==> src/rtl/core_defines.svh <==
`ifndef CORE_DEFINES_SVH
`define CORE_DEFINES_SVH

// Datapath and instruction widths
`define CORE_XLEN       64
`define CORE_ILEN       32

// Register index width, 32 architectural registers
`define CORE_REG_ADDR_W 5

// Byte distance between sequential instructions
`define CORE_PC_STEP    4

// Major opcodes of the supported instructions
`define CORE_OPC_OP_IMM 7'b0010011
`define CORE_OPC_OP     7'b0110011
`define CORE_OPC_LUI    7'b0110111
`define CORE_OPC_JAL    7'b1101111

`endif
==> src/rtl/core_pkg.sv <==
`include "core_defines.svh"

package core_pkg;

  // Register and ALU values
  typedef logic [`CORE_XLEN-1:0] xlen_t;

  // Byte address of an instruction
  typedef logic [`CORE_XLEN-1:0] pc_t;

  // Raw instruction word as fetched
  typedef logic [`CORE_ILEN-1:0] instr_t;

  // Register index
  typedef logic [`CORE_REG_ADDR_W-1:0] reg_addr_t;

  // ALU operation selected by the decoder
  typedef enum logic [2:0] {
    ALU_ADD,
    ALU_SUB,
    ALU_XOR,
    ALU_OR,
    ALU_AND,
    ALU_PASS_B,
    ALU_LINK
  } alu_op_t;

  // One pass through these per instruction
  typedef enum logic [1:0] {
    ST_FETCH,
    ST_DECODE,
    ST_EXECUTE,
    ST_WRITEBACK
  } core_state_t;

endpackage

==> src/rtl/stage_control.sv <==
`timescale 1ns/100ps

module stage_control (
  input  logic clk,
  input  logic reset,
  input  logic fetch_done,
  output logic fetch_start,
  output logic execute_en,
  output logic write_en,
  output logic pc_update,
  output logic retire_valid
);
  import core_pkg::*;

  core_state_t state;
  core_state_t next_state;

  // Set once the bus request for this instruction has gone out
  logic fetch_issued;

  always_comb begin
    next_state = state;
    case (state)
      ST_FETCH: begin
        if (fetch_done) begin
          next_state = ST_DECODE;
        end
      end
      ST_DECODE:    next_state = ST_EXECUTE;
      ST_EXECUTE:   next_state = ST_WRITEBACK;
      ST_WRITEBACK: next_state = ST_FETCH;
      default:      next_state = ST_FETCH;
    endcase
  end

  always_ff @(posedge clk) begin
    if (reset) begin
      state        <= ST_FETCH;
      fetch_issued <= 1'b0;
    end else begin
      state <= next_state;
      if (fetch_start) begin
        fetch_issued <= 1'b1;
      end else if (fetch_done) begin
        fetch_issued <= 1'b0;
      end
    end
  end

  // Single pulse on the first cycle of ST_FETCH
  assign fetch_start = (state == ST_FETCH) && !fetch_issued;

  // Operands settle during ST_DECODE, result is captured here
  assign execute_en = (state == ST_EXECUTE);

  // Register write, PC advance and retire share the write-back cycle
  assign write_en     = (state == ST_WRITEBACK);
  assign pc_update    = (state == ST_WRITEBACK);
  assign retire_valid = (state == ST_WRITEBACK);

  a_no_fetch_during_write: assert property (
    @(posedge clk) disable iff (reset) !(fetch_start && write_en)
  );

  // Fetcher completion only while a request is outstanding
  a_done_while_fetching: assert property (
    @(posedge clk) disable iff (reset) fetch_done |-> (state == ST_FETCH) && fetch_issued
  );

endmodule

==> config.mk <==
export PLATFORM = sky130hd
export DESIGN_NAME = stage_control
export DESIGN_NICKNAME = d
export VERILOG_FILES = /design/src/rtl/core_pkg.sv /design/src/rtl/stage_control.sv
export VERILOG_INCLUDE_DIRS = /design/src /design/src/rtl
export SDC_FILE = /design/constraint.sdc
export NUM_CORES = 1
export LEC_CHECK = 0
export BUFFER_PORTS_ARGS = -buffer_cell sky130_fd_sc_hd__clkbuf_2
export CORE_AREA = 2 2 39 41
export CTS_CLUSTER_DIAMETER = 50
export DETAILED_ROUTE_END_ITERATION = 10
export DIE_AREA = 0 0 41 43
export HOLD_SLACK_MARGIN = 0.08
export PLACE_DENSITY_LB_ADDON = 0.25
export RECOVER_POWER = 25
export SYNTH_ARGS = -nofsm -noshare
export SYNTH_HDL_FRONTEND = slang
export SYNTH_SLANG_ARGS = --single-unit
==> constraint.sdc <==
create_clock -name clk -period 2.5 [get_ports clk]
set_clock_uncertainty 0.05 [all_clocks]
set_input_delay 0.375 -clock clk [delete_from_list [all_inputs] [get_ports clk]]
set_output_delay 0.375 -clock clk [all_outputs]
set_load 0.05 [all_outputs]
---- After elaboration in Yosys (flattened, before gate mapping) ----
Index checks and enable logic that the tools add are counted.
word-level totals
  input bits .............................. 3
  word-level logic and storage cells ...... 14
  bits in registers ....................... 3
operators by class
  reductions and logical operators ........ 4
  mux-type cells .......................... 4
  equal/unequal tests ..................... 4
operators with widths
  kind                                                                    number
  2-bit case mux with 4 select lines                                      1
  2-bit equality test (second input constant)                             2
  2-bit by 1-bit equality test with 1-bit output (second input constant)  1
  2-bit logical NOT                                                       1
  1-bit 2-to-1 mux                                                        2
  2-bit 2-to-1 mux                                                        1
  2-bit inequality test (second input constant)                           1
  2-bit nonzero test                                                      1
  1-bit logical AND                                                       1
  1-bit logical NOT                                                       1

---- Logic depth before layout (Yosys ltp) ----
Gate-level depths: netlist of the first run.
  depth after elaboration ................. 3
  mapped depth ............................ 5
  depth with buffers taken out ............ 5

---- Worst setup path before layout of the first run ----
No wires, ideal clock.
  path type ............................... reg-to-output
  from .................................... reg state[0]
  to ...................................... out fetch_start
  data required time ...................... 2.075 ns
  setup slack ............................. 0.785 ns
  cell stages (with the launch flop) ...... 4
  data arrival time ....................... 1.290 ns
  cell sequence ........................... dfxtp_1 > inv_1 > ha_1 > nor2b_1
on the way
  cells in the longest elaborated chain, start to end .. 2
ends and longest elaborated chain
  item                    RTL line             text
  start, declared         stage_control.sv:15  core_state_t state;
  start signal, assigned  stage_control.sv:41  state <= next_state;
  2-bit logical NOT       stage_control.sv:51  assign fetch_start = (state == ST_FETCH) && !fetch_issued;
  1-bit logical AND       stage_control.sv:51
  end, declared           stage_control.sv:7   output logic fetch_start,
No other way between the ends.

---- Worst setup path in the final report of the first run ----
Same ends and word-level chain as after synthesis.

==> reports/results.tsv, run 1 <==
stage	metric	value	unit
min_path	end of the worst hold path	fetch_issued$_SDFFE_PP0P_	
critical_path	Critical Path Start	state[0]$_SDFFE_PP0P_	
critical_path	CP Class	flip-flop to output port	
routing	top layer in use	met3	
routing	Post-Route M1 WL	114	microns
cells_and_area	most common cell after layout, fill and taps aside	clkbuf_2	
cells_and_area	most frequent cells in the layout	clkbuf_2, nor2_1, ha_1, clkbuf_4, dfxtp_1	
routing	met2 WL	162	microns
grt	largest net degree at the start of global routing	5	
routing	met3 WL	42	microns
synth	Seq cells post-synth	3	
sta	final setup vio count	0	
critical_path	worst r2r path cells	5	
place	routability cong.	0.6117	
synth	syn nets	27	
floorplan	Core ar.	0.001384	sq mm
routing	routed len/inst	7.089	microns
sta	Final Hold Fails	0	
critical_path	CP peak stage delay	0.31	ns
grt	GRT Residual Overflow	0	
synth	post-synth top area share	32.43	%
routing	total number of vias	154	
critical_path	reg2reg setup slack	1.30	ns
sta	measured slew at the worst slew-check pin	0.2778	ns
critical_path	critical path fanouts, max	3	
clock_network	clock root buffer	clkbuf_4	
synth	Gate Count Post-Synth	20	
sta	setup TNS	0	ns
synth	Ys Warns	0	
clock_network	clock sink total	3	
clock_network	post_cts resized	0	
clock_network	CTS Hold Bufs	0	
place	input/output buffers	7	
cells_and_area	share of layout cells above drive strength 1	34.48	%
run_status	status	finished, final reports clean	
grt	global-route wire length before repair	434	microns
synth	top cells by area, synth	dfxtp_1, ha_1, a211oi_1, buf_4, nor2_1	
critical_path	Worst Path Arrival	1.27	ns
clock_network	CTS clock-pin slew for the worst setup and hold paths	0.04	ns
critical_path	CP startpoint kind	flip-flop	
grt	GRT Util Overall	4.208	%
synth	Synth area leader	dfxtp_1	
cells_and_area	Layout Nets	37	
clock_network	setup bufs post-CTS	0	
routing	vias per cell	3.422	
floorplan	number of I/O pins	8	
place	placed cell count	41	
clock_network	Clock Latency Late Sink	0.23	ns
run	Max Cap Viol	0	
critical_path	worst reg2reg path startpoint	state[0]$_SDFFE_PP0P_	
routing	drt first pass iters	2	
critical_path	Setup crit end kind	output port	
routing	DRC	0	
cells_and_area	final std cells w/o fill	45	
floorplan	Die Wd	41	microns
min_path	worst hold start	fetch_done	
grt	antenna violations before repair	0	
sta	Fin Hold WS	0.2854	ns
routing	drt initial violations	2	
sta	final worst path period share	67.84	%
min_path	hold depth	2	
grt	vias in the first global route	147	
sta	Slew HR	81.56	%
floorplan	Die H	43	microns
clock_network	Inserted Clock Buffers	3	
sta	unrepaired setup endpoints after global routing	false	
min_path	Worst Hold Class	input port to flip-flop	
synth	Avg Cell Area, Syn	9.259	sq um
critical_path	critical-path cell list	inv_1, ha_1, nor2b_1, clkbuf_2	
sta	Max Freq	589.6	MHz
floorplan	total die area	0.001763	sq mm
sta	post-layout min period	1.696	ns
critical_path	RR Endpoint	state[0]$_SDFFE_PP0P_	
synth	sequential area share after synthesis	32.43	%
sta	Final Slew Violations	0	
floorplan	Cell Rows	14	
cells_and_area	Area Overhead vs Synth	35.81	%
synth	distinct cell type count after synthesis	9	
critical_path	Slowest cell on crit path	dfxtp_1	
cells_and_area	Antenna diodes	0	
clock_network	CTS tree	yes	
critical_path	CP required	2.08	ns
clock_network	H-tree depth	1	
routing	Final ANT Viol Nets	0	
routing	drt total wl	319	microns
floorplan	Initial Util	13.38	%
synth	synthesized area	185.2	sq um
clock_network	Clock Tree Buf Depth	2	
[Yosys cell counts]
cell      instances
a211oi_1          2
inv_1             2
nor2b_1           1
dfxtp_1           3
buf_4             2
nor2_1            4
mux2i_1           1
nand2b_1          1
ha_1              4
[critical path: cells and delay by family, from the launching register on]
kind	cells	cell delay, ns
adder cells (fa/ha/maj)	1	0.19
buffers and inverters	2	0.39
AND/OR/NAND/NOR	1	0.15
flip-flops	1	0.31
[sequential cells by signal, summed over array words and instances, names as in the netlist]
signal and cells:
fetch_issued 1, state 2
[how the worst max path moves through the flow]
stage / cells past startpoint / slack [ns] / end
2_1_floorplan: 3 / 0.79 / fetch_start
3_3_place_gp: 4 / 1.06 / fetch_start
3_5_place_dp: 4 / 1.05 / fetch_start
4_1_cts: 4 / 0.78 / fetch_start
5_1_grt: 4 / 0.74 / fetch_start
6_report: 4 / 0.80 / fetch_start
[cell families (layout without fill, tap and decap cells)]
kind of cell	count (synthesis)	in the layout	synth area share, %
AND/OR/NAND/NOR	6	6	14.87
adder cells (fa/ha/maj)	4	4	27.03
buffers and inverters	4	13	12.16
flip-flops	3	3	32.43
AO/OA/AOI/OAI	2	2	8.106
multiplexers	1	1	5.406
[stage by stage]
stage | setup slack [ns] | utilization [%] | area [sq um]
after floorplan | 0.7850 | - | 185.2
after global placement | 1.055 | 16.27 | 225.2
after detailed placement | 1.049 | 16.27 | 225.2
after CTS | 0.7827 | 18.17 | 251.5
after global routing | 0.7368 | 18.17 | 251.5
final | 0.8039 | 18.17 | 251.5
[layer usage]
metal  GRT usage, %  vias to the layer above
met1          1.917                       67
met4          2.000                        0
met5              0                        -
met2          6.563                        8
li1               -                       79
met3          6.283                        0
[cell type report]
class	count	area [sq um]
Clock buffer	4	26.28
Fill cell	163	1132
Inverter	2	7.507
Multi-Input combinational cell	13	102.6
Sequential cell	3	60.06
Tap cell	16	20.02
Timing Repair Buffer	7	35.03
Power of run 1 is not shown: default switching activity piles up to over one toggle a cycle in this logic, so the estimate is an artifact.
==> inputs of run 2 (changes only) <==
- ABC_AREA: not set -> 1
- clock period: 2.5 -> 1.4 ns (I/O delays scaled with it)
==> run 2 against run 1 <==
Global-route usage is 1.2 points higher. Via count is 27% higher. Worst hold slack lost 0.19 ns. Critical path depth is 1 lower. Design area rose by 24%. Critical path type unchanged. Largest cell class unchanged.
==> reports/results.tsv, run 2 <==
stage	metric	value	unit	change
grt	GRT Util Overall	5.416	%	+1.2 points
grt	GRT Residual Overflow	0		unchanged
cells_and_area	Area Overhead vs Synth	46.20	%	
synth	Seq cells post-synth	3		unchanged
sta	Fin Hold WS	0.09382	ns	-0.1915 ns
floorplan	Die Wd	41	microns	unchanged
synth	Ys Warns	0		unchanged
run_status	status	finished, final reports clean		
sta	post-layout min period	1.330	ns	
clock_network	setup bufs post-CTS	0		unchanged
clock_network	CTS tree	yes		
min_path	Worst Hold Class	input port to flip-flop		
synth	post-synth top area share	28.07	%	-4.4 points
sta	final setup vio count	0		unchanged
routing	vias per cell	3.439		+0.48%
synth	top_reg_cell synth	dfxtp_1		
floorplan	total die area	0.001763	sq mm	unchanged
critical_path	Critical Path Start	state[0]$_SDFFE_PP0P_		
place	input/output buffers	7		unchanged
routing	DRC	0		unchanged
synth	synthesized area	214.0	sq um	+16%
cells_and_area	Largest register FFs	2		unchanged
synth	Synth area leader	dfxtp_1		
critical_path	crit path to	execute_en		
grt	largest net degree at the start of global routing	5		unchanged
cells_and_area	Antenna diodes	0		unchanged
synth	Post-synth EDFFs	0		unchanged
clock_network	Clock Tree Buf Depth	2		unchanged
critical_path	Worst Path Arrival	1.07	ns	-0.20 ns
synth	sequential area share after synthesis	28.07	%	-4.4 points
critical_path	CP required	1.14	ns	-0.94 ns
sta	measured slew at the worst slew-check pin	0.2748	ns	-0.003077 ns
synth	Gate Count Post-Synth	31		+55%
place	pre-CTS WS	0.1481	ns	-0.9005 ns
cells_and_area	share of layout cells above drive strength 1	46.34	%	+12 points
sta	Final Hold Fails	0		unchanged
place	routability cong.	0.6637		+8.5%
clock_network	CTS clock-pin slew for the worst setup and hold paths	0.04	ns	about the same
clock_network	Inserted Clock Buffers	3		unchanged
run	Max Cap Viol	0		unchanged
place	placed cell count	53		+29%
cells_and_area	most frequent cells in the layout	inv_1, nand2_1, clkbuf_2, inv_2, nor2_1		
routing	routed len/inst	6.825	microns	-3.7%
floorplan	Die H	43	microns	unchanged
sta	Slew HR	81.76	%	+0.20 points
synth	syn nets	38		+41%
clock_network	CTS Hold Bufs	0		unchanged
critical_path	critical path fanouts, max	4		+1
synth	most instantiated library cell after synthesis	inv_1		
cells_and_area	Largest regs	state x2, fetch_issued x1		
floorplan	number of I/O pins	8		unchanged
grt	global-route wire length before repair	565	microns	+30%
critical_path	worst r2r path cells	7		+2
critical_path	RR Endpoint	state[0]$_SDFFE_PP0P_		
sta	unrepaired setup endpoints after global routing	false		
sta	final worst path period share	95.00	%	
critical_path	reg2reg setup slack	0.34	ns	-0.96 ns
routing	total number of vias	196		+27%
critical_path	CP Class	flip-flop to output port		
synth	asr flop ratio synth	0	%	unchanged
clock_network	H-tree depth	1		unchanged
sta	Final Slew Violations	0		unchanged
clock_network	clock sink total	3		unchanged
critical_path	CP startpoint kind	flip-flop		
cells_and_area	final std cells w/o fill	57		+27%
critical_path	worst reg2reg path startpoint	state[0]$_SDFFE_PP0P_		
floorplan	Core ar.	0.001384	sq mm	unchanged
cells_and_area	largest register by flop count	state		
sta	Max Freq	751.9	MHz	
floorplan	Cell Rows	14		unchanged
grt	antenna violations before repair	0		unchanged
clock_network	clock root buffer	clkbuf_4		
synth	Post-synth top cells	inv_1, nand2_1, ha_1, nor2_1, dfxtp_1		
synth	distinct cell type count after synthesis	10		+1
critical_path	Setup crit end kind	output port		
synth	top cells by area, synth	dfxtp_1, ha_1, inv_1, nand2_1, buf_4		
routing	drt initial violations	3		+1
sta	Final WS setup	0.06997	ns	-0.7339 ns
clock_network	Clock Latency Late Sink	0.23	ns	about the same
floorplan	Initial Util	15.46	%	+2.1 points
grt	vias in the first global route	160		+8.8%
place	Post-DP HPWL	293.5	microns	
cells_and_area	Layout Nets	49		+32%
routing	drt total wl	389	microns	+22%
sta	setup TNS	0	ns	unchanged
routing	drt first pass iters	2		unchanged
synth	Avg Cell Area, Syn	6.902	sq um	-25%
routing	Final ANT Viol Nets	0		unchanged
==> run 2: metrics by stage <==
stage | utilization, % | cell area (sq um)
floorplan | - | 214.0
global placement | 18.90 | 261.5
detailed placement | 18.90 | 261.5
CTS | 21.79 | 301.5
global route | 22.60 | 312.8
finish | 22.60 | 312.8
==> run 2: final cells by class <==
type	instances	area, sq um
clock buffers	4	26.28
fillers	160	1071
inverters	9	33.78
multi-input cells	17	117.6
flip-flops and latches	3	62.56
well taps	16	20.02
repair buffers	8	52.55
==> run 2: repair_timing <==
action                                 4_1_cts  5_1_grt
setup endpoints to repair                    1        1
gates resized for setup                      7        4
pin swaps                                    0        0
endpoints found under the hold margin        0        0
==> run 2: worst max-delay path, stage by stage (launching register included) <==
cell and delay, ns:
dfxtp_2 0.32, inv_2 0.10, ha_1 0.17, buf_2 0.26
==> run 2: how the worst min path moves through the flow <==
stage,start,to,cells after the start
2_1_floorplan,reset,fetch_issued$_SDFFE_PP0P_,1
3_3_place_gp,reset,fetch_issued$_SDFFE_PP0P_,2
3_5_place_dp,reset,fetch_issued$_SDFFE_PP0P_,2
4_1_cts,reset,fetch_issued$_SDFFE_PP0P_,2
5_1_grt,reset,fetch_issued$_SDFFE_PP0P_,2
6_report,reset,fetch_issued$_SDFFE_PP0P_,2
==> run 2: logic make-up (layout without fill, tap and decap cells) <==
family | after synthesis | after routing | share of synthesized area [%]
AO/OA/AOI/OAI | 1 | 1 | 2.337
buffers and inverters | 11 | 21 | 22.80
AND/OR/NAND/NOR | 12 | 12 | 23.39
adder cells (fa/ha/maj) | 4 | 4 | 23.39
flip-flops | 3 | 3 | 28.07
==> run 2: layer usage <==
layer	global-route usage, %	up-vias	share of wire, %	wire [microns]
met3	6.283	0	14	53
met4	2.000	0	0	0
met2	7.187	11	43	166
met1	5.128	79	43	169
li1	-	106	-	-
met5	0	-	0	0
Power of run 2 is left out for the same reason.
