<file path="src/rtl/core_defines.svh">
`ifndef CORE_DEFINES_SVH
`define CORE_DEFINES_SVH

// Datapath and instruction widths
`define CORE_XLEN       64
`define CORE_ILEN       32

// Register index width, 32 architectural registers
`define CORE_REG_ADDR_W 5

// Byte distance between sequential instructions
`define CORE_PC_STEP    4

// Major opcodes of the supported instructions
`define CORE_OPC_OP_IMM 7'b0010011
`define CORE_OPC_OP     7'b0110011
`define CORE_OPC_LUI    7'b0110111
`define CORE_OPC_JAL    7'b1101111

`endif
</file>
<file path="src/rtl/core_pkg.sv">
`include "core_defines.svh"

package core_pkg;

  // Register and ALU values
  typedef logic [`CORE_XLEN-1:0] xlen_t;

  // Byte address of an instruction
  typedef logic [`CORE_XLEN-1:0] pc_t;

  // Raw instruction word as fetched
  typedef logic [`CORE_ILEN-1:0] instr_t;

  // Register index
  typedef logic [`CORE_REG_ADDR_W-1:0] reg_addr_t;

  // ALU operation selected by the decoder
  typedef enum logic [2:0] {
    ALU_ADD,
    ALU_SUB,
    ALU_XOR,
    ALU_OR,
    ALU_AND,
    ALU_PASS_B,
    ALU_LINK
  } alu_op_t;

  // One pass through these per instruction
  typedef enum logic [1:0] {
    ST_FETCH,
    ST_DECODE,
    ST_EXECUTE,
    ST_WRITEBACK
  } core_state_t;

endpackage

</file>
<file path="src/rtl/instruction_decoder.sv">
`timescale 1ns/100ps

`include "core_defines.svh"

module instruction_decoder (
  input  core_pkg::instr_t    instr,
  output core_pkg::reg_addr_t rs1,
  output core_pkg::reg_addr_t rs2,
  output core_pkg::reg_addr_t rd,
  output core_pkg::xlen_t     imm,
  output core_pkg::alu_op_t   alu_op,
  output logic                use_imm,
  output logic                is_jump
);
  import core_pkg::*;

  logic [6:0] opcode;
  logic [2:0] funct3;
  logic [6:0] funct7;
  xlen_t      imm_i;
  xlen_t      imm_u;
  xlen_t      imm_j;
  logic       supported;

  // Fixed RV field positions
  assign opcode = instr[6:0];
  assign funct3 = instr[14:12];
  assign funct7 = instr[31:25];
  assign rs1    = instr[19:15];
  assign rs2    = instr[24:20];

  // Sign-extended immediates
  assign imm_i = {{52{instr[31]}}, instr[31:20]};
  assign imm_u = {{32{instr[31]}}, instr[31:12], 12'b0};
  assign imm_j = {{43{instr[31]}}, instr[31], instr[19:12], instr[20], instr[30:21], 1'b0};

  // Unsupported encodings retire without a register write
  assign rd = supported ? instr[11:7] : '0;

  always_comb begin
    alu_op    = ALU_ADD;
    imm       = imm_i;
    use_imm   = 1'b0;
    is_jump   = 1'b0;
    supported = 1'b0;
    case (opcode)
      `CORE_OPC_OP_IMM: begin
        use_imm   = 1'b1;
        supported = 1'b1;
        case (funct3)
          3'b000:  alu_op = ALU_ADD;
          3'b100:  alu_op = ALU_XOR;
          3'b110:  alu_op = ALU_OR;
          3'b111:  alu_op = ALU_AND;
          default: supported = 1'b0;
        endcase
      end
      `CORE_OPC_OP: begin
        supported = 1'b1;
        case ({funct7, funct3})
          {7'b0000000, 3'b000}: alu_op = ALU_ADD;
          {7'b0100000, 3'b000}: alu_op = ALU_SUB;
          {7'b0000000, 3'b100}: alu_op = ALU_XOR;
          {7'b0000000, 3'b110}: alu_op = ALU_OR;
          {7'b0000000, 3'b111}: alu_op = ALU_AND;
          default:              supported = 1'b0;
        endcase
      end
      `CORE_OPC_LUI: begin
        alu_op    = ALU_PASS_B;
        imm       = imm_u;
        use_imm   = 1'b1;
        supported = 1'b1;
      end
      `CORE_OPC_JAL: begin
        alu_op    = ALU_LINK;
        imm       = imm_j;
        is_jump   = 1'b1;
        supported = 1'b1;
      end
      default: supported = 1'b0;
    endcase
  end

endmodule

</file>
<file path="config.mk">
export PLATFORM = sky130hd
export DESIGN_NAME = instruction_decoder
export DESIGN_NICKNAME = d
export VERILOG_FILES = /design/src/rtl/core_pkg.sv /design/src/rtl/instruction_decoder.sv
export VERILOG_INCLUDE_DIRS = /design/src /design/src/rtl
export SDC_FILE = /design/constraint.sdc
export NUM_CORES = 1
export LEC_CHECK = 0
export ABC_AREA = 1
export BUFFER_PORTS_ARGS = -buffer_cell sky130_fd_sc_hd__buf_2
export CAP_MARGIN = 20
export CORE_UTILIZATION = 31
export DETAILED_ROUTE_END_ITERATION = 8
export GPL_TIMING_DRIVEN = 1
export PLACE_DENSITY = 0.81
export SYNTH_ARGS = -nofsm -noshare
export SYNTH_HDL_FRONTEND = slang
export SYNTH_SLANG_ARGS = --single-unit
</file>
<file path="constraint.sdc">
create_clock -name vclk -period 0.8
set_input_delay 0.08 -clock vclk [all_inputs]
set_output_delay 0.08 -clock vclk [all_outputs]
set_load 0.03 [all_outputs]
</file>
==> results_dict.tcl, run 1 <==
set metrics [dict create \
    synth_most_common_cell "buf_4" \
    yosysSeqAreaShare_pct 0 \
    rows 19 \
    synth_top_area_share_pct 35.0 \
    synthDistinctLibCells 22 \
    port-buffer-count 116 \
    yosysTopAreaCell "buf_4" \
    synth_nets 206 \
    worst_endpoint "rd[3]" \
    lastStage "global routing" \
    ctsHoldBuffers 0 \
    dieHeight_um 56.6 \
    grt_max_degree 36 \
    yosysWarnings 0 \
    syn_area_um2 923 \
    ys_top_cells_by_count "43 x buf_4, 35 x nand2_1, 22 x inv_1, 22 x nor2_1, 12 x o21ai_0" \
    ios 116 \
    dp.final_hpwl_um 2530 \
    initial_utilization_pct 33.2 \
    syn_inst 174 \
    stop_error "[ERROR DPL-0038] Utilization greater than 100%, impossible to legalize" \
    netlist_top_cells_area "buf_4 35%, nand2_1 14%, inv_1 8.9%" \
    syn-mean-instance-area_um2 5.31 \
    status "aborted with a tool error" \
    dieWidth_um 56.6 \
    worst_path_end_type "top-level output" \
    finalWeightedCongestion 0.810 \
]
what timing repair did:
item / in CTS
setup buffers: 11
gates resized for setup: 190
pin swaps: 24
gates cloned: 1
endpoints found under the setup margin: 74
cell families after synthesis:
group	count (synthesis)	share of synthesized area, %
buffers and inverters	74	47.8
AND/OR/NAND/NOR	83	42.8
AO/OA/AOI/OAI	17	9.35
stage by stage:
| stage | setup slack (ns) | cell area, µm² | hold slack [ns] | cells | util (%) |
|---|---|---|---|---|---|
| floorplan | -0.159 | 1330 | 0.284 | 174 | - |
| global placement | -0.498 | 1800 | 0.424 | 298 | 64.7 |
| detailed placement | -0.540 | 1800 | 0.426 | 298 | 64.7 |
| CTS | -0.356 | 2530 | 0.425 | 310 | 91.1 |
==> run 2: changes to the inputs <==
CORE_AREA = 2 2 63 65   (was default)
CORE_UTILIZATION = default   (was 31)
DIE_AREA = 0 0 65 67   (was default)
PLACE_DENSITY = default   (was 0.81)
PLACE_DENSITY_LB_ADDON = 0.15   (was default)
clock period = 1.05 ns   (was 0.8 ns; I/O delays follow)
==> run 2 against run 1 <==
  * The flow now finishes, with violations (setup timing)
  * Synthesized cell count stayed put
  * Area after synthesis stayed put
==> results_dict.tcl, run 2 <==
set metrics [dict create \
    design.seq.count 0 \
    max-vdd-ir-drop_uv 312 \
    crit_path_max_fanout 6 \
    final_antenna_net_count 0 \
    grt_overflow 0 \
    yosysWarnings 0 \
    final_cell_mix "60 x buf_2, 53 x buf_6, 27 x buf_4" \
    fin_ws_ns -0.172 \
    ys_top_cells_by_count "43 x buf_4, 35 x nand2_1, 22 x inv_1, 22 x nor2_1, 12 x o21ai_0" \
    grt_antenna_before_repair 0 \
    track_usage_pct 14.9 \
    post-route-period-util_pct 116 \
    failed_checks "setup timing" \
    finalWeightedCongestion 0.716 \
    synth_most_common_cell "buf_4" \
    grt_pass1_wl_um 5290 \
    synth_nets 206 \
    wl_um 3850 \
    drv_slew 0 \
    cp.arrival_ns 1.12 \
    finalSetupViolCount 40 \
    drc_errors 0 \
    n_fill_cell 296 \
    final_common_cell "buf_2" \
    rsz0062_at_grt "true" \
    worst_hold_slack_ns 0.477 \
    maxCapViolations 0 \
    min_path_type "input port to output pin" \
    multi_input_area_um2 923 \
    cp.required_ns 0.94 \
    setup_tns_ns -3.91 \
    dp.final_hpwl_um 2540 \
    post_drt_wl_per_cell_um 11.7 \
    yosysTopAreaCell "buf_4" \
    netlist_top_cells_area "buf_4 35%, nand2_1 14%, inv_1 8.9%" \
    finalNonFillerCells 328 \
    final-seq-area_um2 0 \
    yosysSeqAreaShare_pct 0 \
    dieWidth_um 65 \
    crit_end "rd[1]" \
    grt_pass1_vias 1231 \
    fin_nets 314 \
    fmax_mhz 818 \
    tightest_slew_ns 0.211 \
    via_per_inst 4.28 \
    endpoint_kind "output pin" \
    dpl.cell_count 320 \
    port-buffer-count 116 \
    ios 116 \
    drt_iter0_drc 16 \
    n_clock_buffer 0 \
    syn_area_um2 923 \
    num_antenna_cells 0 \
    drt-pass1-iter-count 4 \
    pre_cts_ws_ns -0.268 \
    grt_max_degree 21 \
    drive_gt1_share_pct 89.6 \
    ctsHoldBuffers 0 \
    dieHeight_um 67 \
    cp-start-kind "input port" \
    core_area_um2 3610 \
    dieArea_um2 4360 \
    vias 1403 \
    slew_headroom_pct 85.9 \
    worstSetupStartpoint "instr[0]" \
    initial_utilization_pct 25.6 \
    holdPathStages 2 \
    synth_top_area_share_pct 35.0 \
    syn-mean-instance-area_um2 5.31 \
    syn_inst 174 \
    hold_start "instr[23]" \
    leakage_uw 0.00128 \
    synthDistinctLibCells 22 \
    p_per_area_nw_per_um2 454 \
    rows 22 \
    path_class "input port to output pin" \
    finalHoldViolations 0 \
    status "finished, violations left" \
    area_delta_synth_final_pct 157 \
    min_period_ns 1.22 \
]
[run 2: cell counts after synthesis]
Identical to the previous run, type by type.
[run 2: area by class of cell]
cell class	instances	area share (%)
inverters	29	5.43
multi-input cells	101	38.9
well taps	48	2.53
repair buffers	150	53.2
[run 2: report_power, final]
group | switching (µW) | internal [µW]
clock | 0 | 0
sequential | 0 | 0
combinational | 642 | 436
[run 2: cell families after synthesis]
kind of cell    share of synthesized area, %
simple gates                            42.8
buf+inv                                 47.8
compound gates                          9.35
[run 2: critical path, stage by stage]
cell and delay, ns:
buf_6 0.10, nand2_4 0.10, inv_4 0.06, nand3_4 0.16
nand3_2 0.11, nor2_4 0.11, nand3_4 0.12, nand2_2 0.09
inv_2 0.04, buf_6 0.12
[run 2: metrics by stage]
stage | cell area [µm²] | util [%] | power [µW]
3_5_place_dp | 1500 | 41.7 | 774
6_report | 2370 | 65.9 | 1080
4_1_cts | 2070 | 57.4 | 965
3_3_place_gp | 1500 | 41.7 | 774
5_1_grt | 2370 | 65.9 | 1130
2_1_floorplan | 981 | - | 581
[run 2: how the worst min path moves through the flow]
stage	slack, ns	endpoint
2_1_floorplan	0.34	imm[31]
3_3_place_gp	0.48	rs2[1]
3_5_place_dp	0.48	rs2[1]
4_1_cts	0.48	rs2[3]
5_1_grt	0.48	rs2[1]
6_report	0.48	rs2[3]
[run 2: per-layer routing]
layer	up-vias	share of wire (%)	global-route usage, %
li1	698	-	-
met1	656	35	16.8
met2	47	60	30.9
met3	2	4.6	0.845
met4	0	0.36	1.86
met5	-	0	0
[run 2: what timing repair did]
item	CTS	global route
gates resized for setup	156	71
hold endpoints to repair	0	0
buffers inserted	4	2
gates cloned	1	1
pin swaps	39	29
endpoints found under the setup margin	40	40
Power figures use the tool's default switching activity.
==> run 3: changes to the inputs <==
ABC_AREA = default   (was 1)
TNS_END_PERCENT = 50   (was default)
clock period = 1.2 ns   (was 1.05 ns; I/O delays follow)
==> run 3 against run 2 <==
  * The flow still finishes with violations (setup timing)
  * Sequential share of layout area unchanged
  * Total power decreased by 27%
  * Die area unchanged
  * Hold slack better by 0.033 ns
  * Wire length fell by 18%
  * Cell area down 18%
  * Area after synthesis fell by 9.1%
  * Critical endpoint unchanged
  * Largest cell class unchanged
==> results_dict.tcl, run 3 <==
set metrics [dict create \
    n_clock_buffer 0 \
    grt_overflow 0 \
    status "finished, violations left" \
    post_drt_wl_per_cell_um 11.8 \
    synth_nets 151 \
    min_period_ns 1.68 \
    tightest_slew_ns 0.620 \
    crit_top_cell "buf_6" \
    setup_tns_ns -12.34 \
    synthDistinctLibCells 28 \
    yosysWarnings 0 \
    synth_top_area_share_pct 38.5 \
    cp.buffers_inverters 2 \
    rows 22 \
    ios 116 \
    endpoint_kind "output pin" \
    final_antenna_net_count 0 \
    maxCapViolations 0 \
    dieHeight_um 67 \
    num_antenna_cells 0 \
    path_class "input port to output pin" \
    p_per_area_nw_per_um2 405 \
    crit_slowest_cell "or4b_4" \
    finalSetupViolCount 40 \
    cp.arrival_ns 1.56 \
    finalWeightedCongestion 0.783 \
    syn-mean-instance-area_um2 7.06 \
    grt_pass1_wl_um 4550 \
    vias 1195 \
    syn_inst 119 \
    design.seq.count 0 \
    yosysSeqAreaShare_pct 0 \
    rsz0062_at_grt "true" \
    worstSetupStartpoint "instr[29]" \
    worst_hold_slack_ns 0.510 \
    ys_top_cells_by_count "43 x buf_4, 20 x a21o_1, 13 x nor2b_1" \
    max-vdd-ir-drop_uv 208 \
    via_per_inst 4.46 \
    syn_area_um2 840 \
    netlist_top_cells_area "buf_4 38%, a21o_1 18%, nor2b_1 9.7%" \
    fmax_mhz 597 \
    crit_path_max_fanout 5 \
    drt_iter0_drc 10 \
    final_common_cell "buf_2" \
    total_power_uw 791 \
    core_area_um2 3610 \
    grt_max_degree 38 \
    cp.required_ns 1.08 \
    slew_headroom_pct 58.6 \
    dieArea_um2 4360 \
    failed_checks "setup timing" \
    dieWidth_um 65 \
    drt-pass1-iter-count 4 \
    final_cell_mix "72 x buf_2, 43 x buf_6, 29 x buf_4" \
    cp_top_family "simple AND/OR/NAND/NOR gates" \
    fin_nets 254 \
    drv_slew 0 \
    cp-start-kind "input port" \
    port-buffer-count 116 \
    grt_antenna_before_repair 0 \
    dpl.cell_count 257 \
    n_fill_cell 309 \
    cp_cell_sequence "buf_6, or4b_4, nor4_4, nand2_4, a21boi_4, buf_6" \
    finalHoldViolations 0 \
    hold_start "instr[18]" \
    final-seq-area_um2 0 \
    track_usage_pct 12.9 \
    leakage_uw 0.00106 \
    yosysTopAreaCell "buf_4" \
    area_delta_synth_final_pct 132 \
    drc_errors 0 \
    cpPeakStageDelay_ns 0.57 \
    finalNonFillerCells 268 \
    initial_utilization_pct 23.3 \
    dp.final_hpwl_um 2360 \
    ctsHoldBuffers 0 \
    drive_gt1_share_pct 84.1 \
    fin_ws_ns -0.476 \
    synth_most_common_cell "buf_4" \
    grt_pass1_vias 1052 \
    post-route-period-util_pct 140 \
    min_path_type "input port to output pin" \
    wl_um 3170 \
]
-- run 3: cell count changes after synthesis, sizes merged, moves of 2 or more --
cell,change
a21boi,+5
a21o,+20
clkbuf,+3
inv,-28
nand2,-35
nand2b,+2
nand3,-8
nor2,-25
nor2b,+13
o21ai,-15
o22ai,+2
-- run 3: metal layers --
metal	up-vias	routed length [µm]	share of wire (%)	track usage, %
li1	575	-	-	-
met1	540	1150	36	14.1
met2	76	1720	54	27.3
met3	4	262	8.3	0.507
met4	0	41	1.3	1.86
met5	-	0	0	0
-- run 3: cell type report --
| class | instances | area, µm² | area share [%] |
|---|---|---|---|
| timing repair buffer | 147 | 1120 | 57.3 |
| multi-input combinational | 73 | 773 | 39.6 |
| tap | 48 | 60.1 | 3.08 |
-- run 3: timing repair --
item	4_1_cts	5_1_grt
gates cloned	4	1
resized for setup	78	37
pin swaps	17	13
setup buffers	5	4
endpoints found under the setup margin	40	40
endpoints found under the hold margin	0	0
-- run 3: metrics by stage --
stage                     worst slack (ns)  instance area (µm²)  utilization, %
after global placement              -0.562                 1510            41.9
after global routing                -0.517                 1950            54.1
final                               -0.476                 1950            54.1
after CTS                           -0.519                 1840            51.0
after floorplan                     -0.310                 1050               -
after detailed placement            -0.593                 1510            41.9
-- run 3: power breakdown --
group,total [µW],leakage [µW],switching (µW),internal [µW]
clock network,0,0,0,0
logic,791,0.00106,465,326
registers,0,0,0,0
total,791,0.00106,465,326
-- run 3: final timing paths --
path  slack (ns)  endpoint  cells after the start
min         0.51    rs1[3]                      2
max        -0.48     rd[1]                      6
-- run 3: kinds of logic (layout without fill, tap and decap cells) --
kind of cell	after synthesis	count (layout)	share of synthesized area, %
buffers and inverters	48	147	41.0
and+or+nand+nor	38	40	30.0
AOI/OAI and AO/OA	33	33	29.1
==> run 4: changes to the inputs <==
BUFFER_PORTS_ARGS = default   (was -buffer_cell sky130_fd_sc_hd__buf_2)
DONT_BUFFER_PORTS = 1   (was default)
==> run 4 against run 3 <==
  * The flow still finishes with violations (setup timing)
  * Utilization fell by 19 points
  * Hold slack got worse by 0.27 ns
  * Cell area fell by 35%
  * Via count fell by 39%
  * Count of clock-buffer cells in the layout did not move
  * Non-clock buffer count fell by 118
  * Critical endpoint is now rd[2]
  * Largest cell class is now multi-input combinational cells
==> results_dict.tcl, run 4 (synthesis results as in run 3) <==
set metrics [dict create \
    dieWidth_um 65 \
    n_clock_buffer 0 \
    path_class "input port to output pin" \
    finalSetupViolCount 40 \
    worst_hold_slack_ns 0.240 \
    track_usage_pct 9.48 \
    dieArea_um2 4360 \
    fmax_mhz 620 \
    max-vdd-ir-drop_uv 133 \
    rows 22 \
    top_layer "met3" \
    drt_iter0_drc 2 \
    p_sw_share_pct 57.4 \
    initial_utilization_pct 23.3 \
    grt_pass1_vias 694 \
    final_common_cell "a21o_4" \
    maxCapViolations 0 \
    n_fill_cell 359 \
    via_per_inst 4.85 \
    port-buffer-count 0 \
    p_per_area_nw_per_um2 291 \
    post_drt_wl_per_cell_um 15.9 \
    cp-start-kind "input port" \
    pre_cts_ws_ns -0.403 \
    combinationalPowerShare_pct 100.0 \
    p_switching_uw 210 \
    wl_met3_um 227 \
    post-route-util_pct 34.9 \
    power.share.clock_pct 0 \
    fin_ws_ns -0.413 \
    grt_antenna_before_repair 0 \
    dpl.cell_count 143 \
    core_area_um2 3610 \
    area_delta_synth_final_pct 50.1 \
    intPower_uw 156 \
    crit_path_max_fanout 5 \
    dp.final_hpwl_um 1820 \
    seq_power_share_pct 0 \
    design.seq.count 0 \
    failed_checks "setup timing" \
    grt_overflow 0 \
    wl_um 2380 \
    leakage_uw 0.000519 \
    status "finished, violations left" \
    wl_met1_um 934 \
    drt-pass1-iter-count 2 \
    cp.arrival_ns 1.49 \
    final-seq-area_um2 0 \
    holdPathStages 0 \
    drc_errors 0 \
    tightest_slew_ns 0.656 \
    min_path_type "input port to output pin" \
    ios 116 \
    grt_max_degree 39 \
    endpoint_kind "output pin" \
    ctsHoldBuffers 0 \
    wl_met2_um 1220 \
    cp.required_ns 1.08 \
    grt_pass1_wl_um 3340 \
    rsz0062_at_grt "true" \
    finalHoldViolations 0 \
    final_antenna_net_count 0 \
    min_period_ns 1.61 \
    finalWeightedCongestion 0.802 \
    num_antenna_cells 0 \
    fin_nets 136 \
    post-route-period-util_pct 134 \
    slew_headroom_pct 56.2 \
    drv_slew 0 \
    vias 728 \
    dieHeight_um 67 \
    drive_gt1_share_pct 81.4 \
    finalNonFillerCells 150 \
    final_cell_mix "20 x a21o_4, 15 x buf_4, 10 x buf_6" \
]
==> run 4: critical path: stages <==
cell and delay (ns):
or4b_4 0.56, nor4_4 0.22, buf_4 0.18, nand2_4 0.11, a21boi_4 0.29
==> run 4: worst paths after layout <==
kind	start	to	slack, ns
worst min-delay path	instr[17]	rs1[2]	0.24
worst max-delay path	instr[26]	rd[2]	-0.41
==> run 4: layer usage <==
metal	GRT usage, %	vias up
met5	0	-
met4	0.266	0
met1	12.7	343
met2	17.1	45
li1	-	340
met3	1.01	0
==> run 4: stage by stage <==
step,setup TNS (ns),total power [µW],cell area [µm²]
after floorplan,-4.97,528,1050
after global placement,-7.86,310,947
after CTS,-6.90,352,1150
after global routing,-8.53,381,1260
final,-7.01,366,1260
after detailed placement,-8.51,310,947
==> run 4: repair_timing <==
| action | in CTS | in global routing |
|---|---|---|
| resized for setup | 34 | 21 |
| pin swaps | 9 | 10 |
| buffers inserted | 3 | 1 |
| cloned | 3 | 0 |
| setup endpoints to repair | 40 | 40 |
==> run 4: final cells by class <==
cell class / instances / area [µm²] / share of cell area, %
Multi-Input combinational cell: 73 / 892 / 70.8
Tap cell: 48 / 60.1 / 4.77
Timing Repair Buffer: 29 / 308 / 24.4
==> run 4: power by group through the flow <==
stage	clock network (µW)	logic, µW	registers (µW)
final	0	366	0
after global routing	0	381	0
after CTS	0	352	0
after detailed placement	0	310	0
after global placement	0	310	0
after floorplan	0	528	0
