==> src/rtl/core_defines.svh <==
`ifndef CORE_DEFINES_SVH
`define CORE_DEFINES_SVH

// Datapath and instruction widths
`define CORE_XLEN       64
`define CORE_ILEN       32

// Register index width, 32 architectural registers
`define CORE_REG_ADDR_W 5

// Byte distance between sequential instructions
`define CORE_PC_STEP    4

// Major opcodes of the supported instructions
`define CORE_OPC_OP_IMM 7'b0010011
`define CORE_OPC_OP     7'b0110011
`define CORE_OPC_LUI    7'b0110111
`define CORE_OPC_JAL    7'b1101111

`endif
==> src/rtl/core_pkg.sv <==
`include "core_defines.svh"

package core_pkg;

  // Register and ALU values
  typedef logic [`CORE_XLEN-1:0] xlen_t;

  // Byte address of an instruction
  typedef logic [`CORE_XLEN-1:0] pc_t;

  // Raw instruction word as fetched
  typedef logic [`CORE_ILEN-1:0] instr_t;

  // Register index
  typedef logic [`CORE_REG_ADDR_W-1:0] reg_addr_t;

  // ALU operation selected by the decoder
  typedef enum logic [2:0] {
    ALU_ADD,
    ALU_SUB,
    ALU_XOR,
    ALU_OR,
    ALU_AND,
    ALU_PASS_B,
    ALU_LINK
  } alu_op_t;

  // One pass through these per instruction
  typedef enum logic [1:0] {
    ST_FETCH,
    ST_DECODE,
    ST_EXECUTE,
    ST_WRITEBACK
  } core_state_t;

endpackage

==> src/rtl/instruction_fetcher.sv <==
`timescale 1ns/100ps

`include "core_defines.svh"

module instruction_fetcher (
  input  logic             clk,
  input  logic             reset,
  input  core_pkg::pc_t    entry,
  input  logic             fetch_start,
  input  logic             pc_update,
  input  logic             is_jump,
  input  core_pkg::pc_t    jump_target,
  output core_pkg::pc_t    ibus_adr,
  output logic             ibus_cyc,
  output logic             ibus_stb,
  input  core_pkg::instr_t ibus_rdata,
  input  logic             ibus_ack,
  output core_pkg::instr_t instr,
  output core_pkg::pc_t    pc,
  output logic             fetch_done
);
  import core_pkg::*;

  pc_t  next_pc;
  logic bus_done;

  // Ack qualified by our own strobe ends the transfer
  assign bus_done = ibus_stb && ibus_ack;

  // Sequential or redirected
  assign next_pc = is_jump ? jump_target : pc + pc_t'(`CORE_PC_STEP);

  always_ff @(posedge clk) begin
    if (reset) begin
      pc       <= entry;
      ibus_cyc <= 1'b0;
      ibus_stb <= 1'b0;
    end else begin
      // cyc and stb always move together
      if (fetch_start) begin
        ibus_cyc <= 1'b1;
        ibus_stb <= 1'b1;
      end else if (bus_done) begin
        ibus_cyc <= 1'b0;
        ibus_stb <= 1'b0;
      end
      if (pc_update) begin
        pc <= next_pc;
      end
    end
  end

  // Address captured at request, instruction word at ack
  always_ff @(posedge clk) begin
    if (fetch_start) begin
      ibus_adr <= pc;
    end
    if (bus_done) begin
      instr <= ibus_rdata;
    end
  end

  // Instruction register is loaded on the edge closing this cycle
  assign fetch_done = bus_done;

  a_adr_stable_while_waiting: assert property (
    @(posedge clk) disable iff (reset) ibus_stb && !ibus_ack |=> $stable(ibus_adr)
  );

  a_stb_drops_after_ack: assert property (
    @(posedge clk) disable iff (reset) bus_done |=> !ibus_stb && !ibus_cyc
  );

endmodule

==> config.mk <==
export PLATFORM = sky130hd
export DESIGN_NAME = instruction_fetcher
export DESIGN_NICKNAME = d
export VERILOG_FILES = /design/src/rtl/core_pkg.sv /design/src/rtl/instruction_fetcher.sv
export VERILOG_INCLUDE_DIRS = /design/src /design/src/rtl
export SDC_FILE = /design/constraint.sdc
export NUM_CORES = 1
export LEC_CHECK = 0
export CAP_MARGIN = 0
export CORE_ASPECT_RATIO = 0.6
export CORE_UTILIZATION = 48
export DETAILED_ROUTE_END_ITERATION = 7
export DONT_BUFFER_PORTS = 1
export HOLD_SLACK_MARGIN = 0.06
export PLACE_DENSITY = 0.64
export SYNTH_ARGS = -nofsm -noshare
export SYNTH_HDL_FRONTEND = slang
export SYNTH_SLANG_ARGS = --single-unit
==> constraint.sdc <==
create_clock -name clk -period 3.3 [get_ports clk]
set_input_delay 0.33 -clock clk [delete_from_list [all_inputs] [get_ports clk]]
set_output_delay 0.33 -clock clk [all_outputs]
set_load 0.02 [all_outputs]
Yosys cells after proc, flatten, opt, wreduce, memory -nomap -nowiden
Index checks and enable logic that the tools add are counted.
{"block": "totals", "register_bits": 161, "latch_bits": 0, "ramBits": 0, "mem_bits_ro": 0, "in_bits": 166, "output_inout_bits": 163, "memories": 0}
{"block": "classes", "addsub": 1, "n_mul": 0, "div": 0, "magnitude_cmp": 0, "eq_ne": 0, "shift": 0, "n_mux": 5, "n_bitwise": 0, "reduce_logical": 3}
{"cell": "2-to-1 mux 64 bit", "n": 3}
{"cell": "adder 64 x 3 -> 64 bit (second input constant)", "n": 1}
{"cell": "nonzero test 2 bit", "n": 2}
{"cell": "2-to-1 mux 1 bit", "n": 2}
{"cell": "logical AND 1 bit", "n": 1}

Longest topological paths before layout
Gate-level depths: netlist of run 1.
{"block": "depth", "depth_word": 4, "depth_mapped": 8}

Worst setup path after synthesis of run 1
OpenSTA, ideal clock, no wires.
{"block": "synth_path", "kind": "register to register", "startpoint": "reg pc[2]", "endpoint": "reg pc[56] (data pin)", "setup_time_ps": 268, "t_arrival_ps": 2032, "required_ps": 3032, "path_slack_ps": 999, "path_stages_with_launch": 9, "path_buffers": 1, "synth_period_minus_slack_ps": 2301, "cell_sequence": "edfxtp_1 ha_1 nand3_2 nor4_4 nand4_1 buf_2 o21a_1 o31ai_1 o21ai_0"}
{"block": "synth_between", "elab_chain_cells": 4}
{"element": "start: declaration", "line": "instruction_fetcher.sv:19", "source": "output core_pkg::pc_t pc,"}
{"element": "start signal: assignment", "line": "instruction_fetcher.sv:35", "source": "pc <= entry;"}
{"element": "start signal: assignment", "line": "instruction_fetcher.sv:48", "source": "pc <= next_pc;"}
{"element": "adder 64 x 3 -> 64 bit", "line": "instruction_fetcher.sv:31", "source": "assign next_pc = is_jump ? jump_target : pc + pc_t'(`CORE_PC_STEP);"}
{"element": "2-to-1 mux 64 bit", "line": "instruction_fetcher.sv:31"}
{"element": "2-to-1 mux 64 bit", "line": "instruction_fetcher.sv:47", "source": "if (pc_update) begin"}
{"element": "2-to-1 mux 64 bit", "line": "instruction_fetcher.sv:34", "source": "if (reset) begin"}
Every way passes these cells. The select of a mux whose other input is x is not followed.
A chain may end at the register's enable or synchronous reset.

Final worst setup path of run 1
{"block": "layout_path", "startpoint": "reg pc[24]", "endpoint": "reg pc[47] (data pin)"}
The elaborated chain is that of the path after synthesis.

==> results.ini, run 1 <==
[status]
status=complete, no violations

[synth]
post_synth.cell_area_avg_um2=13.12
synth_area_mm2=0.007308
ys_types=49
ys_top_cells_by_area=edfxtp_1 66%, xnor2_1 4.9%, nand2_1 2.7%, a22oi_1 2.3%, o21ai_0 1.8%
ys_ff_latch=161
ys_seq_area_share_pct=66.02
synth_top_area_share_pct=65.74
synth_ff_type=edfxtp_1
yosys_warnings=0
syn_nets=724
synthArstFlopShare_pct=0
synth_edf_count=160
yosysTopAreaCell=edfxtp_1
synth_cells=557

[timing]
relSlewSlack_pct=25.87
fin_skew_ps=7.174
finalCritPeriodShare_pct=82.78
min_period_ps=2732
tns_ps=0
finalSetupViolCount=0
rsz0062_at_grt=false
whs_ps=108.2
worstMarginPinSlew_ps=1107
max_freq_mhz=366.1
drv_slew=0
hold_violations=0

[global_route]
globalRoute.totalOverflow=0
grt_start_max_net_pins=83
grt_usage_pct=24.89
antenna_found_initial=1
grt_pass1_vias=4736
grt_pass1_wl_um=28940

[setup_path]
critPathArrivalTime_ps=2880
startpoint_type=flip-flop
cp_data_required_time_ps=3450
cp-end-kind=flip-flop
critPathMaxFanout=15
r2r_setup_slack_ps=570
path_class=flip-flop to flip-flop

[clock_network]
clock_latency_ps=410
cts_setup_buffers=0
clockBufferDepth=2
cts_resized=0
cts_tree=built
cts_hold_buf=35
tritoncts.num_buffers=17
cts-root-buf=clkbuf_16
htreeDepth=4
cts.sinks=161
clk_pin_slew_ps=70

[finish]
layout_commonest_cell=edfxtp_1
layout_common_cells=160 x edfxtp_1, 53 x nand2_1, 41 x xnor2_1
syn_to_final_growth_pct=15.68
drive_above_1_share_pct=11.04
nets=761
final_cell_area_mm2=0.008454
layoutNonFillerInstCount=806
fillers=1231

[placement]
gp_congestion=0.8124
dpl.cell_count=738
port_buffers=0
dp_hpwl_um=13190
place_area_mm2=0.007508

[floorplan]
core_mm2=0.01468
initial_core_util_pct=49.80
die_width_um=161.3
rows=34
dieArea_mm2=0.01574
io_pins=329
die_h_um=97.58

[pwr]
p_total_uw=5135
vdd_ir_drop_max_mv=0.3288
p_per_area_mw_per_mm2=607.3
power.leakage_uw=0.002837

[job]
maxCapViolCount=0

[route]
wirelength_um=19620
route.vias.total=4861
dr.pass1.iters=4
drc=0
antenna_left=0
vias_per_cell=6.031
detail_route.wl_per_cell_um=24.34
drt_iter0_markers=293

[hold_path]
hold_class=input pin to flip-flop

==> synth_stat cells (all sizes together) (6+ instances only) <==
master / count
inv: 14
mux2i: 12
nand2b: 6
xnor2: 41
o22ai: 11
a21oi: 25
nor2: 16
nor3: 22
xor2: 14
nand4: 13
edfxtp: 160
o21ai: 50
and3: 7
nor4: 10
nand3: 19
clkbuf: 18
a22oi: 22
nand2: 53
buf: 8
==> per-layer routing <==
layer / routed length, um / global-route usage, %
met1: 8681 / 35.29
met2: 9237 / 37.70
met3: 1504 / 6.786
met4: 197 / 6.749
met5: 0 / 0
==> registers in the layout, indices dropped and copies added, names as in the netlist <==
name	cells
ibus_adr	64
instr	32
pc	64
ibus_stb	1
==> critical path, stage by stage, from the launching register on <==
cell      delay (ps)
edfxtp_1         570
nand4_1          300
nor3_1           550
nand4_4          410
nor4_1           390
xnor2_1          170
o21ai_1           70
==> report_power, final <==
group	switching (uW)	internal (uW)
combinational	190	159
clock	872	1070
sequential	372	2470
total	1430	3700
==> layout make-up <==
| cell class | count | area (um^2) | share of cell area (%) |
|---|---|---|---|
| flip-flops and latches | 161 | 4825 | 57.07 |
| multi-input cells | 355 | 2312 | 27.35 |
| repair buffers | 44 | 435.4 | 5.150 |
| clock buffers | 19 | 432.9 | 5.121 |
| well taps | 198 | 247.7 | 2.930 |
| clock inverters | 13 | 142.6 | 1.687 |
| inverters | 15 | 56.30 | 0.6660 |
| diodes | 1 | 2.502 | 0.02960 |
==> cell families (layout without fill, tap and decap cells) <==
logic type | after synthesis | count (layout) | share of synthesized area [%]
adders and majority gates | 1 | 1 | 0.1712
xor gates and xnor gates | 55 | 55 | 6.591
AOI/OAI and AO/OA | 119 | 119 | 9.519
and+or+nand+nor | 164 | 164 | 13.06
other | 0 | 1 | 0
buffers and inverters | 41 | 91 | 2.379
DFF | 161 | 161 | 66.02
muxes | 16 | 16 | 2.260
==> path summary, 6_finish.rpt <==
kind,from,endpoint,cells after the start
min reg2reg,pc[0],ibus_adr[0],0
max,pc[24],pc[47],6
min,entry[4],pc[4],2
max reg2reg,pc[24],pc[47],6
==> through the flow <==
step	util (%)	setup slack [ps]
2_1_floorplan	-	999.4
3_3_place_gp	51.16	673.6
3_5_place_dp	51.16	597.8
4_1_cts	57.59	574.2
5_1_grt	57.60	350.9
6_report	57.60	568.4
No activity file was read; power rests on OpenSTA's default activity.
==> run 2, diff against run 1 <==
clock period = 2.8 ns   (was 3.3 ns; I/O delays follow)
==> results.ini, run 2 (synthesis results as in run 1) <==
[route]
antenna_left=0  ; unchanged
drc=0  ; unchanged
drt_iter0_markers=434  ; +48%
detail_route.wl_per_cell_um=23.68  ; -2.7%
dr.pass1.iters=6  ; +2
vias_per_cell=5.946  ; -1.4%
route.vias.total=5030  ; +3.5%
wirelength_um=20030  ; +2.1%

[setup_path]
cp-end-kind=flip-flop
r2r_setup_slack_ps=330  ; -240 ps
startpoint_type=flip-flop
r2r_cells=6  ; unchanged
critPathMaxFanout=15  ; unchanged
crit-reg2reg-launch=pc[11]
path_class=flip-flop to flip-flop
worstReg2RegEnd=pc[47]
cp_data_required_time_ps=2950  ; -500 ps
critPathArrivalTime_ps=2610  ; -270 ps

[finish]
reg.largest.list=ibus_adr (64), pc (64), instr (32)
nets=803  ; +5.5%
utilization_pct=60.06  ; +2.5 points
final_cell_area_mm2=0.008815  ; +4.3%
drive_above_1_share_pct=16.51  ; +5.5 points
num_antenna_cells=0  ; -1
multi_input_area_mm2=0.002312  ; unchanged
layout_commonest_cell=edfxtp_1
layout_common_cells=160 x edfxtp_1, 53 x nand2_1, 48 x buf_4
register_area_mm2=0.004825  ; unchanged
fillers=1199  ; -2.6%
syn_to_final_growth_pct=20.61

[floorplan]
core_mm2=0.01468  ; unchanged
initial_core_util_pct=49.80  ; unchanged
rows=34  ; unchanged
dieArea_mm2=0.01574  ; unchanged
die_h_um=97.58  ; unchanged
io_pins=329  ; unchanged
die_width_um=161.3  ; unchanged

[pwr]
power.leakage_uw=0.003049  ; +7.5%
p_per_area_mw_per_mm2=710.7  ; +17%
p_sw_uw=1685  ; +17%
p_int_uw=4580  ; +24%
pwr-share-clk_pct=38.7  ; +0.8 points
switching_share_pct=26.90  ; -1.0 points
p_seq_share_pct=51.1  ; -4.2 points
p_total_uw=6265  ; +22%
pwr-share-comb_pct=10.2  ; +3.4 points
vdd_ir_drop_max_mv=0.3414  ; +3.8%

[clock_network]
cts-root-buf=clkbuf_16
clockBufferDepth=2  ; unchanged
clock_latency_ps=420  ; about the same
cts.sinks=161  ; unchanged
clk_pin_slew_ps=70  ; about the same
tritoncts.num_buffers=17  ; unchanged
cts_tree=built
htreeDepth=4  ; unchanged
cts_hold_buf=37  ; +5.7%
cts_setup_buffers=0  ; unchanged
cts_resized=0  ; unchanged

[hold_path]
hold_class=input pin to flip-flop
hold_end=pc[11]
holdPathStages=2  ; unchanged
hp-start=entry[11]

[status]
status=complete, no violations

[timing]
fin_skew_ps=11.23  ; +4.058 ps
hold_violations=0  ; unchanged
relSlewSlack_pct=44.19  ; +18 points
finalSetupViolCount=0  ; unchanged
rsz0062_at_grt=false
setup_slack_ps=333.0  ; -235.4 ps
max_freq_mhz=405.4  ; +11%
min_period_ps=2467  ; -264.6 ps
drv_slew=0  ; unchanged
finalCritPeriodShare_pct=88.11  ; +5.3 points
worstMarginPinSlew_ps=834.0  ; -272.9 ps
tns_ps=0  ; unchanged

[global_route]
grt_usage_pct=25.43  ; +0.54 points
grt_start_max_net_pins=83  ; unchanged
grt_pass1_wl_um=29700  ; +2.6%
grt_pass1_vias=4921  ; +3.9%
antenna_found_initial=0  ; -1
globalRoute.totalOverflow=0  ; unchanged

[placement]
dpl_worst_slack_ps=368.3  ; -229.5 ps
port_buffers=0  ; unchanged
gp_congestion=0.8058  ; -0.81%
place_area_mm2=0.007821  ; +4.2%
dp_hpwl_um=13660  ; +3.5%

[job]
maxCapViolCount=0  ; unchanged

run 2: cell type report:
| type | count | area share (%) |
|---|---|---|
| clock inverter | 14 | 2.044 |
| inverter | 15 | 0.6388 |
| multi-input combinational | 355 | 26.23 |
| clock buffer | 17 | 4.826 |
| tap | 198 | 2.811 |
| sequential | 161 | 54.73 |
| timing repair buffer | 86 | 8.715 |
run 2: layer usage:
metal | up-vias | wire length [um] | GRT usage (%)
li1 | 2267 | - | -
met1 | 2468 | 8859 | 36.40
met2 | 280 | 9327 | 38.96
met3 | 15 | 1673 | 6.231
met4 | 0 | 173 | 6.168
met5 | - | 0 | 0
run 2: worst max path at each step:
stage           start      to  slack [ps]  cells after the start
3_3_place_gp   pc[45]  pc[60]         320                      7
2_1_floorplan   pc[2]  pc[56]         500                      8
5_1_grt        pc[45]  pc[60]         130                      7
4_1_cts        pc[45]  pc[60]         360                      7
3_5_place_dp   pc[29]  pc[47]         370                      6
6_report       pc[11]  pc[47]         330                      6
run 2: stage by stage:
step           hold WS, ps  cells
6_report             73.19    846
3_5_place_dp         378.9    778
2_1_floorplan        378.9    557
4_1_cts              67.08    846
5_1_grt              62.59    846
3_3_place_gp         378.9    778
run 2: critical path, stage by stage (launching register included):
cell and delay (ps):
edfxtp_1 370, nand4_2 280, nor3b_4 480, nand4_4 390, nor4_1 420, xnor2_1 170
o21ai_1 70
run 2: power groups by stage:
stage	clock network [uW]	logic (uW)	registers [uW]
6_report	2420	642	3200
5_1_grt	2550	695	3220
4_1_cts	2440	643	3200
3_5_place_dp	0	577	3250
3_3_place_gp	0	562	3250
2_1_floorplan	0	281	3330
==> run 3, diff against run 2 <==
CORE_AREA = 2 2 128 130   (was not set)
CORE_ASPECT_RATIO = not set   (was 0.6)
CORE_UTILIZATION = not set   (was 48)
DIE_AREA = 0 0 130 132   (was not set)
PLACE_DENSITY = 0.62   (was 0.64)
==> results.ini, run 3 (synthesis results as in run 1) <==
[status]
status=complete, no violations

[clock_network]
clockBufferDepth=2  ; unchanged
htreeDepth=4  ; unchanged
cts-root-buf=clkbuf_16
clock_latency_ps=430  ; about the same
cts_tree=built
cts_resized=0  ; unchanged
tritoncts.num_buffers=17  ; unchanged
clk_pin_slew_ps=70  ; about the same
cts.sinks=161  ; unchanged

[timing]
setup_slack_ps=254.0  ; -79.03 ps
finalCritPeriodShare_pct=90.93  ; +2.8 points
drv_slew=0  ; unchanged
finalSetupViolCount=0  ; unchanged
rsz0062_at_grt=false
worstMarginPinSlew_ps=890.6  ; +56.60 ps
hold_violations=0  ; unchanged
tns_ps=0  ; unchanged
relSlewSlack_pct=40.36  ; -3.8 points
max_freq_mhz=392.8  ; -3.1%
min_period_ps=2546  ; +79.03 ps
fin_skew_ps=12.12  ; +0.8853 ps

[floorplan]
initial_core_util_pct=46.51  ; -3.3 points
io_pins=329  ; unchanged
rows=46  ; +35%
die_h_um=132  ; +35%
dieArea_mm2=0.01716  ; +9.0%
core_mm2=0.01571  ; +7.1%
die_width_um=130  ; -19%

[finish]
layout_commonest_cell=edfxtp_1
drive_above_1_share_pct=16.82  ; +0.30 points
num_antenna_cells=0  ; unchanged
syn_to_final_growth_pct=23.64
layout_common_cells=160 x edfxtp_1, 55 x dlygate4sd3_1, 53 x nand2_1, 53 x buf_4, 41 x xnor2_1
final_cell_area_mm2=0.009036  ; +2.5%
nets=826  ; +2.9%
fillers=1281  ; +6.8%
reg.largest.list=ibus_adr (64), pc (64), instr (32)

[route]
detail_route.wl_per_cell_um=22.92  ; -3.2%
wirelength_um=20350  ; +1.6%
dr.pass1.iters=4  ; -2
antenna_left=0  ; unchanged
drt_iter0_markers=411  ; -5.3%
vias_per_cell=5.622  ; -5.4%
route.vias.total=4992  ; -0.76%
drc=0  ; unchanged

[pwr]
p_seq_share_pct=51.4  ; +0.3 points
switching_share_pct=29.01  ; +2.1 points
p_per_area_mw_per_mm2=684.4  ; -3.7%
pwr-share-comb_pct=11.1  ; +0.9 points
p_sw_uw=1794  ; +6.4%
p_int_uw=4391  ; -4.1%
vdd_ir_drop_max_mv=0.4004  ; +17%
pwr-share-clk_pct=37.4  ; -1.3 points
power.leakage_uw=0.003143  ; +3.1%

[hold_path]
hold_class=input pin to flip-flop
holdPathStages=2  ; unchanged
hold_end=pc[56]
hp-start=entry[56]

[setup_path]
cp_data_required_time_ps=2960  ; about the same
path_class=flip-flop to flip-flop
crit_path_top_delay_cell=nor4_1
startpoint_type=flip-flop
critPathMaxFanout=11  ; -4
critPathMaxStageDelay_ps=560  ; +80 ps
r2r_setup_slack_ps=250  ; -80 ps
crit-reg2reg-launch=pc[45]
r2r_cells=7  ; +1
worstReg2RegEnd=pc[52]
critPathArrivalTime_ps=2710  ; +100 ps
path_cells=nand3_1 > nor4_1 > nand4_1 > buf_4 > nor3_1 > xnor2_1 > o21ai_1
cp-end-kind=flip-flop

[placement]
port_buffers=0  ; unchanged
place_area_mm2=0.007864  ; +0.54%
dpl_worst_slack_ps=333.4  ; -34.86 ps
dp_hpwl_um=13720  ; +0.45%
gp_congestion=0.7666  ; -4.9%

[global_route]
grt_usage_pct=23.33  ; -2.1 points
grt_pass1_vias=5115  ; +3.9%
grt_start_max_net_pins=70  ; -16%
globalRoute.totalOverflow=0  ; unchanged
grt_pass1_wl_um=29840  ; +0.49%
antenna_found_initial=0  ; unchanged

[job]
maxCapViolCount=0  ; unchanged

-- run 3: cell types whose count changed in the layout (fill, tap and decap cells not counted), sizes merged --
| cell | change |
|---|---|
| buf | +4 |
| bufinv | -3 |
| clkinv | +2 |
| dlygate4sd3 | +19 |
| inv | +3 |
| clkinvlp | -1 |
-- run 3: how the worst max path moves through the flow --
| stage | endpoint | cells past startpoint | from |
|---|---|---|---|
| CTS | pc[52] | 7 | pc[45] |
| detailed placement | pc[60] | 7 | pc[45] |
| global route | pc[47] | 7 | pc[2] |
| floorplan | pc[56] | 8 | pc[2] |
| finish | pc[52] | 7 | pc[45] |
| global placement | pc[60] | 7 | pc[45] |
-- run 3: timing repair --
action                                 in CTS  in global routing
endpoints found under the hold margin     118                  0
setup endpoints to repair                   0                  0
buffers inserted                            0                  0
hold buffers                               56                  0
-- run 3: worst max-delay path: cells and delay by family, from the launching register on --
kind                      cells  cell delay [ps]
and+or+nand+nor               4             1250
DFF                           1              530
buffers and inverters         1              230
xor gates and xnor gates      1              190
AOI/OAI and AO/OA             1               70
-- run 3: routing by layer --
metal	share of wire [%]	vias up	track usage, %
met5	0	-	0
met4	1.9	0	7.766
met3	7.0	27	7.346
met2	51	240	39.18
met1	40	2414	28.40
li1	-	2311	-
-- run 3: layout make-up --
type	instances	area [um^2]	area share, %
clock buffer	17	425.4	4.708
timing repair buffer	109	975.9	10.80
sequential	161	4825	53.39
clock inverter	15	168.9	1.869
tap	216	270.3	2.991
multi-input combinational	355	2315	25.62
inverter	15	56.30	0.6231
-- run 3: power by group through the flow --
stage / logic [uW] / registers [uW] / clock network (uW)
after floorplan: 281 / 3330 / 0
after global placement: 586 / 3230 / 0
after detailed placement: 596 / 3230 / 0
after CTS: 692 / 3180 / 2350
after global routing: 747 / 3200 / 2460
final: 689 / 3180 / 2320
-- run 3: stage by stage --
step                util, %  power, uW  hold slack (ps)  instances
CTS                   57.51       6221            60.54        888
global route          57.51       6409            64.85        888
floorplan                 -       3608            378.9        557
global placement      50.05       3816            370.4        800
detailed placement    50.05       3830            378.9        800
finish                57.51       6185            77.07        888
